File: config.mk
export PLATFORM = sky130hd
export DESIGN_NAME = dma_top
export DESIGN_NICKNAME = d
export VERILOG_FILES = /design/src/source/dma_pkg.sv /design/src/source/burst_writer.sv /design/src/source/channel_selector.sv /design/src/source/dma_top.sv /design/src/source/sample_packer.sv
export VERILOG_INCLUDE_DIRS = /design/src /design/src/include
export SDC_FILE = /design/constraint.sdc
export NUM_CORES = 1
export LEC_CHECK = 0
export CELL_PAD_IN_SITES_DETAIL_PLACEMENT = 1
export CELL_PAD_IN_SITES_GLOBAL_PLACEMENT = 1
export CORE_MARGIN = 4
export CORE_UTILIZATION = 55
export CTS_CLUSTER_DIAMETER = 30
export DETAILED_ROUTE_END_ITERATION = 7
export DONT_BUFFER_PORTS = 1
export PLACE_DENSITY_LB_ADDON = 0.25
export SYNTH_ARGS = -nofsm -noshare
export SYNTH_HDL_FRONTEND = slang
export SYNTH_HIERARCHICAL = 1
export SYNTH_SLANG_ARGS = --single-unit
File: constraint.sdc
create_clock -name clock -period 7.6 [get_ports clock]
set_input_delay 0.76 -clock clock [delete_from_list [all_inputs] [get_ports clock]]
set_output_delay 0.76 -clock clock [all_outputs]
set_load 0.01 [all_outputs]
File: src/include/dma_defines.svh
`ifndef DMA_DEFINES_SVH
`define DMA_DEFINES_SVH

////////////////////////////////////////
// DMA writer configuration
////////////////////////////////////////

// Number of acquisition channels served in each run
`define DMA_N_CHANNELS 3

// Samples written per channel in one run
// Must be a multiple of twice the burst length, since every beat carries two samples
`define DMA_CHANNEL_SAMPLES 16

// Beats per AXI write burst
`define DMA_BURST_LEN 4

// Width of the AXI write address
`define DMA_ADDR_WIDTH 32

////////////////////////////////////////
// Fixed data path geometry
////////////////////////////////////////

// One 128 bit beat covers 16 bytes of memory
`define DMA_BEAT_BYTES 16

`endif

File: src/source/dma_pkg.sv
`include "dma_defines.svh"

package dma_pkg;

    ////////////////////////////////////////
    // Stream payloads
    ////////////////////////////////////////

    // One acquisition sample as it is stored in memory
    // The user tag sits in the top bits and the data in the bottom bits
    typedef struct packed {
        logic [15:0] user;
        logic [15:0] dest;
        logic [31:0] data;
    } sample_t;

    // A full write beat holds two samples, the earlier one in the low half
    typedef logic [127:0] beat_t;

    ////////////////////////////////////////
    // AXI write channels
    ////////////////////////////////////////

    // Write address channel payload
    typedef struct packed {
        logic [`DMA_ADDR_WIDTH-1:0] addr;
        logic [7:0]                 len;
        logic [2:0]                 size;
        logic [1:0]                 burst;
    } aw_t;

    // Write data channel payload
    typedef struct packed {
        beat_t       data;
        logic [15:0] strb;
        logic        last;
    } w_t;

    ////////////////////////////////////////
    // Channel indexing
    ////////////////////////////////////////

    // A single channel still needs one index bit
    localparam int channel_index_width =
        (`DMA_N_CHANNELS > 1) ? $clog2(`DMA_N_CHANNELS) : 1;

    typedef logic [channel_index_width-1:0] channel_index_t;

endpackage

File: src/source/burst_writer.sv
`timescale 1ns/1ps
`include "dma_defines.svh"

module burst_writer import dma_pkg::*; (
    input  logic                       clock,
    input  logic                       reset,
    input  logic                       buffer_full,
    input  logic                       disable_dma,
    input  logic [`DMA_ADDR_WIDTH-1:0] base_addr,
    input  beat_t                      beat,
    input  logic                       beat_valid,
    output logic                       beat_ready,
    output channel_index_t             channel,
    output aw_t                        aw,
    output logic                       aw_valid,
    input  logic                       aw_ready,
    output w_t                         w,
    output logic                       w_valid,
    input  logic                       w_ready,
    input  logic                       b_valid,
    output logic                       b_ready,
    output logic                       done
);

    localparam int addr_width     = `DMA_ADDR_WIDTH;
    localparam int burst_bytes    = `DMA_BURST_LEN * `DMA_BEAT_BYTES;
    localparam int bursts_per_run =
        `DMA_N_CHANNELS * `DMA_CHANNEL_SAMPLES / (2 * `DMA_BURST_LEN);

    localparam int burst_count_width  = (bursts_per_run > 1) ? $clog2(bursts_per_run) : 1;
    localparam int beat_count_width   = (`DMA_BURST_LEN > 1) ? $clog2(`DMA_BURST_LEN) : 1;
    localparam int sample_count_width = $clog2(`DMA_CHANNEL_SAMPLES + 1);

    // AXI encodings for 16 byte beats in incrementing bursts
    localparam logic [2:0] axi_size_16    = 3'd4;
    localparam logic [1:0] axi_burst_incr = 2'b01;

    typedef enum logic [2:0] {
        state_idle,
        state_start_burst,
        state_send,
        state_wait_response,
        state_next_channel
    } state_t;

    state_t                        state;
    logic [addr_width-1:0]         base_q;
    logic [addr_width-1:0]         burst_offset;
    logic [burst_count_width-1:0]  burst_count;
    logic [beat_count_width-1:0]   beat_count;
    logic [sample_count_width-1:0] sample_count;
    channel_index_t                channel_q;
    beat_t                         w_data_q;
    logic                          w_last_q;
    logic                          w_valid_q;
    logic                          done_q;
    logic                          start_run;
    logic                          take_beat;
    logic                          last_channel;
    logic                          channel_full;

    assign start_run    = (state == state_idle) && buffer_full && !disable_dma;
    assign take_beat    = beat_valid && beat_ready;
    assign last_channel = (channel_q == channel_index_t'(`DMA_N_CHANNELS - 1));
    assign channel_full = (sample_count == sample_count_width'(`DMA_CHANNEL_SAMPLES));

    ////////////////////////////////////////
    // AXI outputs
    ////////////////////////////////////////

    // Burst count runs on across channels, so addresses stay consecutive
    assign burst_offset = addr_width'(burst_count) * addr_width'(burst_bytes);

    always_comb begin
        aw.addr  = base_q + burst_offset;
        aw.len   = 8'(`DMA_BURST_LEN - 1);
        aw.size  = axi_size_16;
        aw.burst = axi_burst_incr;
    end

    assign aw_valid = (state == state_start_burst);

    always_comb begin
        w.data = w_data_q;
        w.strb = '1;
        w.last = w_last_q;
    end

    assign w_valid = w_valid_q;

    // A response can only arrive once the final beat of the burst has gone out
    assign b_ready = (state != state_send);

    // One beat in flight on W at a time
    assign beat_ready = (state == state_send) && !w_valid_q;

    assign channel = channel_q;
    assign done    = done_q;

    ////////////////////////////////////////
    // Run control FSM
    ////////////////////////////////////////

    always_ff @(posedge clock) begin
        if (!reset) begin
            state        <= state_idle;
            burst_count  <= '0;
            beat_count   <= '0;
            sample_count <= '0;
            channel_q    <= '0;
            w_last_q     <= 1'b0;
            w_valid_q    <= 1'b0;
            done_q       <= 1'b0;
        end else begin
            done_q <= 1'b0;
            case (state)
                state_idle: begin
                    if (start_run) begin
                        burst_count  <= '0;
                        sample_count <= '0;
                        channel_q    <= '0;
                        state        <= state_start_burst;
                    end
                end
                state_start_burst: begin
                    if (aw_ready) begin
                        beat_count <= '0;
                        state      <= state_send;
                    end
                end
                state_send: begin
                    if (take_beat) begin
                        w_valid_q <= 1'b1;
                        w_last_q  <= (beat_count == beat_count_width'(`DMA_BURST_LEN - 1));
                    end
                    // Counts move on the W handshake, not when the beat is taken
                    if (w_valid_q && w_ready) begin
                        w_valid_q    <= 1'b0;
                        beat_count   <= beat_count + 1'b1;
                        sample_count <= sample_count + sample_count_width'(2);
                        if (w_last_q) begin
                            state <= state_wait_response;
                        end
                    end
                end
                state_wait_response: begin
                    if (b_valid) begin
                        if (channel_full) begin
                            state <= state_next_channel;
                        end else begin
                            burst_count <= burst_count + 1'b1;
                            state       <= state_start_burst;
                        end
                    end
                end
                state_next_channel: begin
                    // disable_dma only takes effect here, between channels
                    if (last_channel || disable_dma) begin
                        channel_q   <= '0;
                        burst_count <= '0;
                        done_q      <= 1'b1;
                        state       <= state_idle;
                    end else begin
                        channel_q    <= channel_q + 1'b1;
                        sample_count <= '0;
                        burst_count  <= burst_count + 1'b1;
                        state        <= state_start_burst;
                    end
                end
                default: begin
                    state <= state_idle;
                end
            endcase
        end
    end

    ////////////////////////////////////////
    // Payload registers
    ////////////////////////////////////////

    always_ff @(posedge clock) begin
        if (start_run) begin
            base_q <= base_addr;
        end
        if (take_beat) begin
            w_data_q <= beat;
        end
    end

endmodule

File: src/source/channel_selector.sv
`timescale 1ns/1ps
`include "dma_defines.svh"

module channel_selector import dma_pkg::*; (
    input  logic           clock,
    input  logic           reset,
    input  channel_index_t channel,
    input  sample_t        in_sample [`DMA_N_CHANNELS],
    input  logic           in_valid [`DMA_N_CHANNELS],
    output logic           in_ready [`DMA_N_CHANNELS],
    output sample_t        sel_sample,
    output logic           sel_valid,
    input  logic           sel_ready
);

    logic           in_range;
    logic           range_fault;
    channel_index_t active;

    // The index width can encode more values than there are channels
    assign in_range = (int'(channel) < `DMA_N_CHANNELS);

    // Sticky range flag
    // Once a bad index has been seen the selector stays on channel 0
    always_ff @(posedge clock) begin
        if (!reset) begin
            range_fault <= 1'b0;
        end else if (!in_range) begin
            range_fault <= 1'b1;
        end
    end

    assign active = (in_range && !range_fault) ? channel : '0;

    ////////////////////////////////////////
    // Forward path
    ////////////////////////////////////////

    assign sel_sample = in_sample[active];
    assign sel_valid  = in_valid[active];

    ////////////////////////////////////////
    // Ready return path
    ////////////////////////////////////////

    // Only the active channel ever sees ready high
    always_comb begin
        for (int c = 0; c < `DMA_N_CHANNELS; c++) begin
            in_ready[c] = sel_ready && (active == channel_index_t'(c));
        end
    end

endmodule

File: src/source/dma_top.sv
`timescale 1ns/1ps
`include "dma_defines.svh"

module dma_top import dma_pkg::*; (
    input  logic                       clock,
    input  logic                       reset,
    input  logic                       buffer_full,
    input  logic                       disable_dma,
    input  logic [`DMA_ADDR_WIDTH-1:0] base_addr,
    input  sample_t                    in_sample [`DMA_N_CHANNELS],
    input  logic                       in_valid [`DMA_N_CHANNELS],
    output logic                       in_ready [`DMA_N_CHANNELS],
    output aw_t                        aw,
    output logic                       aw_valid,
    input  logic                       aw_ready,
    output w_t                         w,
    output logic                       w_valid,
    input  logic                       w_ready,
    input  logic                       b_valid,
    output logic                       b_ready,
    output logic                       done
);

    channel_index_t channel;
    sample_t        sel_sample;
    logic           sel_valid;
    logic           sel_ready;
    beat_t          beat;
    logic           beat_valid;
    logic           beat_ready;

    ////////////////////////////////////////
    // Channel selection
    ////////////////////////////////////////

    channel_selector selector (
        .clock      (clock),
        .reset      (reset),
        .channel    (channel),
        .in_sample  (in_sample),
        .in_valid   (in_valid),
        .in_ready   (in_ready),
        .sel_sample (sel_sample),
        .sel_valid  (sel_valid),
        .sel_ready  (sel_ready)
    );

    ////////////////////////////////////////
    // Sample pairing
    ////////////////////////////////////////

    sample_packer packer (
        .clock      (clock),
        .reset      (reset),
        .in_sample  (sel_sample),
        .in_valid   (sel_valid),
        .in_ready   (sel_ready),
        .beat       (beat),
        .beat_valid (beat_valid),
        .beat_ready (beat_ready)
    );

    ////////////////////////////////////////
    // AXI burst writer
    ////////////////////////////////////////

    burst_writer writer (
        .clock       (clock),
        .reset       (reset),
        .buffer_full (buffer_full),
        .disable_dma (disable_dma),
        .base_addr   (base_addr),
        .beat        (beat),
        .beat_valid  (beat_valid),
        .beat_ready  (beat_ready),
        .channel     (channel),
        .aw          (aw),
        .aw_valid    (aw_valid),
        .aw_ready    (aw_ready),
        .w           (w),
        .w_valid     (w_valid),
        .w_ready     (w_ready),
        .b_valid     (b_valid),
        .b_ready     (b_ready),
        .done        (done)
    );

endmodule

File: src/source/sample_packer.sv
`timescale 1ns/1ps

module sample_packer import dma_pkg::*; (
    input  logic    clock,
    input  logic    reset,
    input  sample_t in_sample,
    input  logic    in_valid,
    output logic    in_ready,
    output beat_t   beat,
    output logic    beat_valid,
    input  logic    beat_ready
);

    sample_t half_sample;
    logic    half_full;
    logic    beat_pending;
    beat_t   beat_q;
    logic    accept;
    logic    complete;

    ////////////////////////////////////////
    // Handshakes
    ////////////////////////////////////////

    // Words are only drawn while the writer is ready for a beat
    // This keeps the packer empty while the writer is idle or waiting on AXI
    assign in_ready = beat_ready && !beat_pending;
    assign accept   = in_valid && in_ready;

    // The second word of a pair closes the beat
    assign complete = accept && half_full;

    assign beat       = beat_q;
    assign beat_valid = beat_pending;

    ////////////////////////////////////////
    // Pairing control
    ////////////////////////////////////////

    always_ff @(posedge clock) begin
        if (!reset) begin
            half_sample  <= '0;
            half_full    <= 1'b0;
            beat_pending <= 1'b0;
        end else begin
            if (beat_pending && beat_ready) begin
                beat_pending <= 1'b0;
            end
            if (accept) begin
                if (half_full) begin
                    half_full    <= 1'b0;
                    beat_pending <= 1'b1;
                end else begin
                    half_sample <= in_sample;
                    half_full   <= 1'b1;
                end
            end
        end
    end

    ////////////////////////////////////////
    // Beat assembly
    ////////////////////////////////////////

    // Earlier sample goes to the low 64 bits
    always_ff @(posedge clock) begin
        if (complete) begin
            beat_q <= {in_sample, half_sample};
        end
    end

endmodule
==> metrics.cfg <==
[drt]
antenna_left = 0
wl_per_cell_um = 25.8
initialDrtViolationCount = 517
vias = 7849
viasPerCell = 5.74
dr.pass1.iters = 5
drc = 0
routed_wirelength_mm = 35.2

[worst_setup_path]
crit_path_end = packer/beat[93]
crit-reg2reg-launch = writer/channel[1]
crit_start = writer/channel[1]
cp-start-kind = flip-flop
endpoint_kind = flip-flop
required_ps = 7750
worst-r2r-cell-count = 6
rrSetupSlack_ps = 3640
cp.arrival_ps = 4100
cp_max_fo = 69
path_class = reg -> reg
worstReg2RegEnd = packer/beat[93]

[synth]
synth_edf_count = 288
ys_ff_latch = 372
synth_cell_types = 57
syn_avg_cell_area_um2 = 15.3
synth_flop_cell = edfxtp_1
syn_area_mm2 = 0.0148
ys_seq_area_share_pct = 69.9
ys_warn_count = 6
async_flop_share_pct = 0
netlist_instances = 965

[sta]
worst_slew_pin_slew_ps = 1120
fmax_ghz = 0.253
min_period_over_period_pct = 52.1
finalClockSkew_ps = 36.1
setup_violations = 0
hold_viol_final = 0
rsz0062_at_grt = no
fin_tns_setup_ps = 0
finalMaxSlewViolations = 0
setup_ws_ps = 3640
max-slew-margin-rel_pct = 25.1
period_minus_slack_ps = 3960

[floorplanning]
fp.coreArea_mm2 = 0.0262
rows = 59
start_util_pct = 56.4
die_h_um = 172
dieArea_mm2 = 0.0295
fp.dieW_um = 172
pin_count = 431

[global_route]
grt-ovfl-total = 0
grt_max_degree = 137
grt_first_pass_wirelength_mm = 51.0
grt_usage_pct = 22.9
grt_antenna_before_repair = 3
grt_pass1_vias = 8416

[placement]
dp_hpwl_mm = 22.3
io_buffers = 0
dp_worst_setup_slack_ps = 3580
place.gp.congestion = 0.833
dpl_cell_area_mm2 = 0.0146

[clock_network]
insertion_delay_ps = 550
cts_setup_buffers = 0
tritoncts = built
cts_sinks = 372
clockRootBuffer = clkbuf_16
cts_buffer_depth = 3
cts_hold_buf = 0
cts_buffers = 69
h-tree-depth = 3
clk_pin_slew_ps = 50
ctsResizeCount = 0

[power]
powerDensity_mw_per_mm2 = 314
p_leak_uw = 0.00541
power.total_uw = 5300
ir_drop_mv = 0.258

[run_status]
status = completed

[cells_and_area]
antenna_cells = 0
fin_util_pct = 64.4
nFillCells = 2300
syn_to_final_growth_pct = 14.3
multi_input_area_mm2 = 0.00380
final_layout_size_suffix_gt1_share_pct = 18.7
register_area_mm2 = 0.0103
design_area_mm2 = 0.0169
nets = 1218

[flow_run]
max_cap_violations = 0

[hold_path]
worstHoldPathType = in -> reg
hold_depth = 0

==> cell type report <==
type | count | area share [%]
clock buffer | 87 | 11.1
multi-input combinational | 515 | 22.5
timing repair buffer | 6 | 0.267
tap | 335 | 2.48
inverter | 12 | 0.297
sequential | 372 | 61.2
clock inverter | 40 | 2.08
==> flip-flops by register name (all words and copies together) (netlist names) <==
name / cells
packer/beat: 128
writer/w_data_q: 128
packer/half_sample: 64
writer/base_q: 32
writer/sample_count: 4
writer/burst_count: 3
writer/state: 3
writer/beat_count: 2
writer/channel: 2
packer/beat_valid: 1
packer/half_full: 1
selector/range_fault: 1
writer/done: 1
writer/w_last_q: 1
writer/w_valid: 1
==> cells in the final DEF (no fill, tap or decap), drive strengths merged, types with 4 or more instances in the layout <==
cell / count
conb: 29
clkbuf: 87
and2: 4
dfxtp: 84
clkinv: 25
buf: 6
nand4: 8
and3: 4
nand2: 145
edfxtp: 288
nand2b: 7
bufinv: 4
mux2i: 66
nor2: 17
o21ai: 4
nand3b: 4
ha: 7
xnor2: 21
o2bb2ai: 65
a22oi: 66
inv: 15
a21oi: 12
clkinvlp: 8
nand3: 14
==> report_power, final <==
group | leakage, uW | total (uW) | internal, uW | switching, uW
registers | 0.00319 | 2250 | 2220 | 29.5
logic | 0.00114 | 172 | 71.9 | 100
clock network | 0.00108 | 2870 | 1890 | 988
==> worst min path at each step <==
stage                     slack, ps       startpoint                   to
after floorplan                 400   packer/beat[0]   writer/w_data_q[0]
after global placement          400  packer/beat[87]  writer/w_data_q[87]
after detailed placement        410  packer/beat[57]  writer/w_data_q[57]
after CTS                       290    base_addr[28]    writer/base_q[28]
after global routing            280    base_addr[30]    writer/base_q[30]
final                           310    base_addr[28]    writer/base_q[28]
==> worst max-delay path, stage by stage, from the launching register on <==
cell and delay (ps):
dfxtp_1 500, and2b_4 940, a22oi_1 150, o2bb2ai_1 340, nand4b_1 270, inv_6 500
buf_4 840
==> synthesized netlist by cell type, types with 2 or more instances <==
master       n  share of area [%]
a22oi_2     30                2.5
nand4b_1     2               0.12
and4_1       3               0.18
a21boi_0     2               0.10
buf_4       39                2.0
clkbuf_1    10               0.25
nor2_1      16               0.41
xnor2_1     21                1.2
o2bb2ai_2   30                3.0
and3_1       4               0.17
buf_2       22               0.75
inv_1       12               0.30
nand2b_1     6               0.25
buf_6       14                1.1
a21o_1       3               0.15
a21oi_1     11               0.37
o2bb2ai_1   35                2.1
a211oi_1     2               0.10
nand4_1      8               0.34
buf_12       6               0.81
clkbuf_2     2              0.068
xor2_1       3               0.18
nand3_1     14               0.47
conb_1       2              0.051
a2bb2oi_1    3               0.18
nor2b_1      2              0.085
ha_1         7               0.59
nor3_1       2              0.068
o21ai_0      2              0.068
and3b_1      3               0.18
nand3b_1     4               0.20
mux2i_1     66                4.5
dfxtp_1     84                 11
a22oi_1     36                1.8
edfxtp_1   288                 59
nand2_1    145                3.7
and2b_1      2               0.10
nor4_1       2              0.085
and2_1       4               0.17
==> layer usage <==
layer / up-vias / wire (um) / GRT usage [%]
met2: 334 / 19000 / 41.2
li1: 3592 / - / -
met1: 3863 / 12700 / 26.5
met4: 6 / 687 / 6.43
met3: 54 / 2830 / 7.16
met5: - / 46 / 0
==> per-stage QoR <==
step,hold WS [ps],cells
finish,310,1367
global route,281,1367
CTS,289,1367
detailed placement,405,1240
global placement,401,1240
floorplan,400,992
==> cells by family (layout without fill, tap and decap cells) <==
group,count (synthesis),count (layout),share of synthesized area (%)
flops,372,372,69.9
simple gates,225,225,7.12
compound gates,162,162,11.0
buf+inv,105,145,5.24
mux,67,67,4.55
xor+xnor,24,24,1.42
fa+ha+maj,8,8,0.729
other cells,2,29,0.0508
No activity file was read; power rests on OpenSTA's default activity.
